**config.mk**
```make
export PLATFORM = sky130hd
export DESIGN_NAME = io_regs
export DESIGN_NICKNAME = d
export VERILOG_FILES = /design/src/ma_pkg.sv /design/src/io_regs.sv
export SDC_FILE = /design/constraint.sdc
export NUM_CORES = 1
export LEC_CHECK = 0
export BUFFER_PORTS_ARGS = -buffer_cell sky130_fd_sc_hd__buf_2
export CORE_MARGIN = 5
export CORE_UTILIZATION = 62
export CTS_CLUSTER_SIZE = 20
export DETAILED_ROUTE_END_ITERATION = 8
export PLACE_DENSITY = 0.79
export SETUP_SLACK_MARGIN = 0.02
export SKIP_CTS_REPAIR_TIMING = 1
export SYNTH_ARGS = -nofsm -noshare
export SYNTH_HDL_FRONTEND = slang
export SYNTH_SLANG_ARGS = --single-unit
```
**constraint.sdc**
```tcl
create_clock -name clk -period 1.4 [get_ports clk]
set_input_delay 0.07 -clock clk [delete_from_list [all_inputs] [get_ports clk]]
set_output_delay 0.07 -clock clk [all_outputs]
set_load 0.01 [all_outputs]
```
**src/ma_pkg.sv**
```systemverilog
// memory access package, shared command, writeback and request types with the region constants
package ma_pkg;

	// top two address bits that select the I/O bank
	localparam logic [1:0] IO_REGION = 2'b11;

	// 16 I/O word registers
	localparam int IO_ADR_BITS = 4;

	// data RAM of 256 words
	localparam int MEM_ADR_BITS = 8;

	// minimum memory wait, addr[3:2] adds to it
	localparam int MEM_BASE_WAIT = 2;

	typedef enum logic [1:0] {
		OP_LOAD  = 2'b00,
		OP_STORE = 2'b01,
		OP_PASS  = 2'b10
	} ma_op_e;

	// same coding as funct3[1:0]
	typedef enum logic [1:0] {
		SZ_BYTE = 2'b00,
		SZ_HALF = 2'b01,
		SZ_WORD = 2'b10
	} ma_size_e;

	// bit 2 marks the I/O side
	typedef enum logic [2:0] {
		ST_IDLE      = 3'b000,
		ST_MEM_READ  = 3'b001,
		ST_MEM_WRITE = 3'b010,
		ST_IO_READ1  = 3'b101,
		ST_IO_READ2  = 3'b111,
		ST_IO_WRITE  = 3'b110
	} ma_state_e;

	typedef struct packed {
		ma_op_e      op;
		ma_size_e    size;
		logic [4:0]  rd_adr;
		// address for load or store, result for pass
		logic [31:0] addr;
		logic [31:0] st_data;
	} ma_cmd_t;

	typedef struct packed {
		logic [4:0]  rd_adr;
		logic [31:0] data;
	} wb_t;

	typedef struct packed {
		logic        write;
		ma_size_e    size;
		logic [31:0] addr;
		logic [31:0] wdata;
	} mem_req_t;

	typedef struct packed {
		logic [IO_ADR_BITS-1:0] idx;
		logic [31:0]            wdata;
	} io_req_t;

endpackage

```
**src/io_regs.sv**
```systemverilog
// I/O register bank, word writes and one-cycle registered reads
`timescale 1ns/1ns

module io_regs (
	input  logic            clk,
	input  logic            rst_n,

	// write strobe from the stage
	input  logic            we,

	// read strobe, data follows one cycle later
	input  logic            re,

	input  ma_pkg::io_req_t req,
	output logic [31:0]     rdata
);

	localparam int NUM_REGS = 2**ma_pkg::IO_ADR_BITS;

	logic [31:0] regs [NUM_REGS];

	// register file, all zero out of reset
	always_ff @(posedge clk or negedge rst_n) begin
		if (!rst_n) begin
			for (int i = 0; i < NUM_REGS; i++)
				regs[i] <= 32'h0;
		end else if (we) begin
			regs[req.idx] <= req.wdata;
		end
	end

	// read port
	// held between reads so the stage can take it in io_read1
	always_ff @(posedge clk or negedge rst_n) begin
		if (!rst_n)
			rdata <= 32'h0;
		else if (re)
			rdata <= regs[req.idx];
	end

endmodule

```
==> impl_metrics.py <==
metrics = {
    "grt": {
        "antenna_found_initial": 2,
        "groute.usage.overall_pct": 27.59,
        "grt_pass1_wl_mm": 94.16,
        "grt_max_degree": 74,
        "grt_pass1_vias": 16210,
        "grt-ovfl-total": 0,
    },
    "sta": {
        "fin_worst_skew_ns": 0.01977,
        "max_slew.worst_pin.slew_ns": 0.8268,
        "slew_headroom_pct": 44.76,
        "hold_ws_ns": -0.0008615,
        "period_share_pct": 97.23,
        "finalSetupViolCount": 0,
        "layout_setup_ws_ns": 0.03878,
        "slew_viol_final": 0,
        "fin_crit_ns": 1.361,
        "fmax_mhz": 734.6,
        "hold_violations": 1,
        "rsz0062_at_grt": "yes",
    },
    "power_and_ir_drop": {
        "p_leak_nw": 12.77,
        "p_total_w": 0.04315,
        "irDropWorstVdd_mv": 1.224,
        "p_per_area_mw_per_mm2": 1519,
    },
    "clocking": {
        "cts_max_level": 2,
        "max-clock-path-buffers": 3,
        "clockRootBuffer": "clkbuf_16",
        "insertion_delay_ns": 0.61,
        "clk_pin_slew_ns": 0.06,
        "clock-sinks": 544,
        "cts_buffers": 55,
        "cts_tree": "built",
    },
    "worst_setup_path": {
        "crit_path_max_fanout": 2,
        "reg2reg_from": "regs[315]",
        "critPathArrivalTime_ns": 1.83,
        "critPathLaunch": "regs[315]",
        "crit_path_start_kind": "flop",
        "worstSetupEndpointType": "flop",
        "required_ns": 1.87,
        "worstSetupPathType": "flop to flop",
    },
    "floorplan": {
        "dieArea_mm2": 0.04329,
        "rows": 72,
        "start_util_pct": 62.78,
        "die_w_um": 208.1,
        "die_h_um": 208.1,
        "core_mm2": 0.03874,
        "ios": 72,
    },
    "logic_synthesis": {
        "syn-cell-area_mm2": 0.02432,
        "synth_fa_ha_area_share_pct": 0,
        "synth.distinct_cells": 27,
        "yosysTopAreaCell": "dfrtp_1",
        "synthXorXnorAreaFrac_pct": 0,
        "synth_compound_area_share_pct": 4.280,
        "synthCells": 1685,
        "ys_ff_latch": 544,
        "ys_seq_area_share_pct": 55.98,
        "synth_top_family_by_area": "multiplexers",
        "synth_area_leaders": "dfrtp_1 56%, mux2_2 22%, mux2i_1 7.9%",
        "synth.top_cell.area_share_pct": 55.98,
        "synthMuxAreaShare_pct": 35.04,
        "syn_avg_cell_area_um2": 14.43,
        "syn_nets": 1725,
        "synth.yosys.warnings": 0,
        "synth-simple-area-share_pct": 1.708,
    },
    "layout": {
        "final_cell_area_mm2": 0.02841,
        "final_common_cell": "dfrtp_1",
        "drive_gt1_share_pct": 44.83,
        "fin_nets": 1855,
        "syn2layout_area_growth_pct": 16.82,
        "layout_common_cells": "544 x dfrtp_1, 473 x mux2_2, 192 x mux2i_1, 68 x buf_2",
    },
    "drt": {
        "viasPerCell": 6.330,
        "first_pass_iters": 5,
        "ant_nets": 0,
        "drc": 0,
        "vias": 15050,
        "wl_per_cell_um": 25.24,
        "drtIter0Drc": 916,
        "routed_wl_mm": 60.02,
    },
    "place": {
        "placed_cell_area_mm2": 0.02627,
        "globalplace.congestion": 0.7922,
        "dp_hpwl_mm": 36.56,
        "io_buffers": 71,
        "pre_cts_ws_ns": -0.3698,
    },
    "outcome": {
        "outcome": "finished, violations left",
        "violations": "hold timing",
    },
    "job": {
        "max-cap-violations": 0,
    },
    "min_path": {
        "hp-class": "input pin to flop",
        "worstHoldStart": "re",
    },
}
synthesized netlist by cell type:
cell type  instances
a31oi_1           32
buf_4             16
mux2_1             9
nor3b_2            1
nand3_1            1
nand3_2            1
mux4_2            32
or3b_2             1
buf_2             64
dfrtp_1          544
mux2i_1          192
and2_1             1
nor2_1            74
buf_1              3
o22ai_1           64
nand2_1            2
o21ai_0           27
nor2b_1            2
buf_6              3
nand3b_1           5
or3_1              3
mux2_4            30
clkbuf_1          65
nand2b_1           3
a221oi_1          32
mux2_2           473
o21ai_1            5
area by class of cell:
cell class | instances | area, um2
tap | 518 | 648.1
antenna | 2 | 5.005
fill | 2460 | 10330
multi-input combinational | 990 | 10090
timing repair buffer | 224 | 2291
clock buffer | 85 | 1629
clock inverter | 15 | 136.4
sequential | 544 | 13610
registers in the layout (all words and copies together) (netlist names):
| register | flops |
|---|---|
| regs | 512 |
| rdata | 32 |
path summary, 6_finish.rpt:
kind	endpoint	slack (ns)	depth (start not counted)
hold / removal	rdata[30]	-0.0009	3
min in group asynchronous	regs[458]	0.47	3
max in group asynchronous	regs[139]	0.25	4
setup reg to reg	rdata[27]	0.04	4
hold reg to reg	regs[376]	0.50	1
setup / recovery	rdata[27]	0.04	4
worst max-delay path: stages, from the launching register on:
cell,delay [ns]
dfrtp_1,0.37
mux4_2,0.46
o21ai_1,0.20
buf_4,0.14
a31oi_1,0.07
metrics by stage:
stage                     utilization (%)   TNS, ns  instances  hold slack, ns
final                               73.34         0       2378      -0.0008615
after global routing                73.34  -0.01411       2377         0.02501
after CTS                           72.38   -0.2845       2342         -0.6416
after detailed placement            67.82    -78.14       2242       -0.005253
after global placement              67.82    -63.40       2242       -0.005187
after floorplan                         -         0       1685         -0.2256
metal layers:
layer	GRT usage [%]	vias up	share of wire (%)
li1	-	6470	-
met1	38.06	7995	43
met2	44.25	451	48
met3	5.242	137	5.7
met4	10.46	0	3.7
met5	0	-	0
power breakdown:
| part | switching [W] | total, W | leakage (nW) | internal, W |
|---|---|---|---|---|
| combinational | 0.00304 | 0.00747 | 5.24 | 0.00444 |
| sequential | 0.00195 | 0.0213 | 6.65 | 0.0193 |
| clock | 0.00605 | 0.0144 | 0.878 | 0.00834 |
| total | 0.0110 | 0.0431 | 12.8 | 0.0321 |
kinds of logic (layout without fill, tap and decap cells):
family | after synthesis | in the layout
AOI/OAI and AO/OA | 160 | 160
buffers and inverters | 151 | 324
DFF | 544 | 544
muxes | 736 | 736
other | 0 | 2
and+or+nand+nor | 94 | 94
Power figures use the tool's default switching activity.
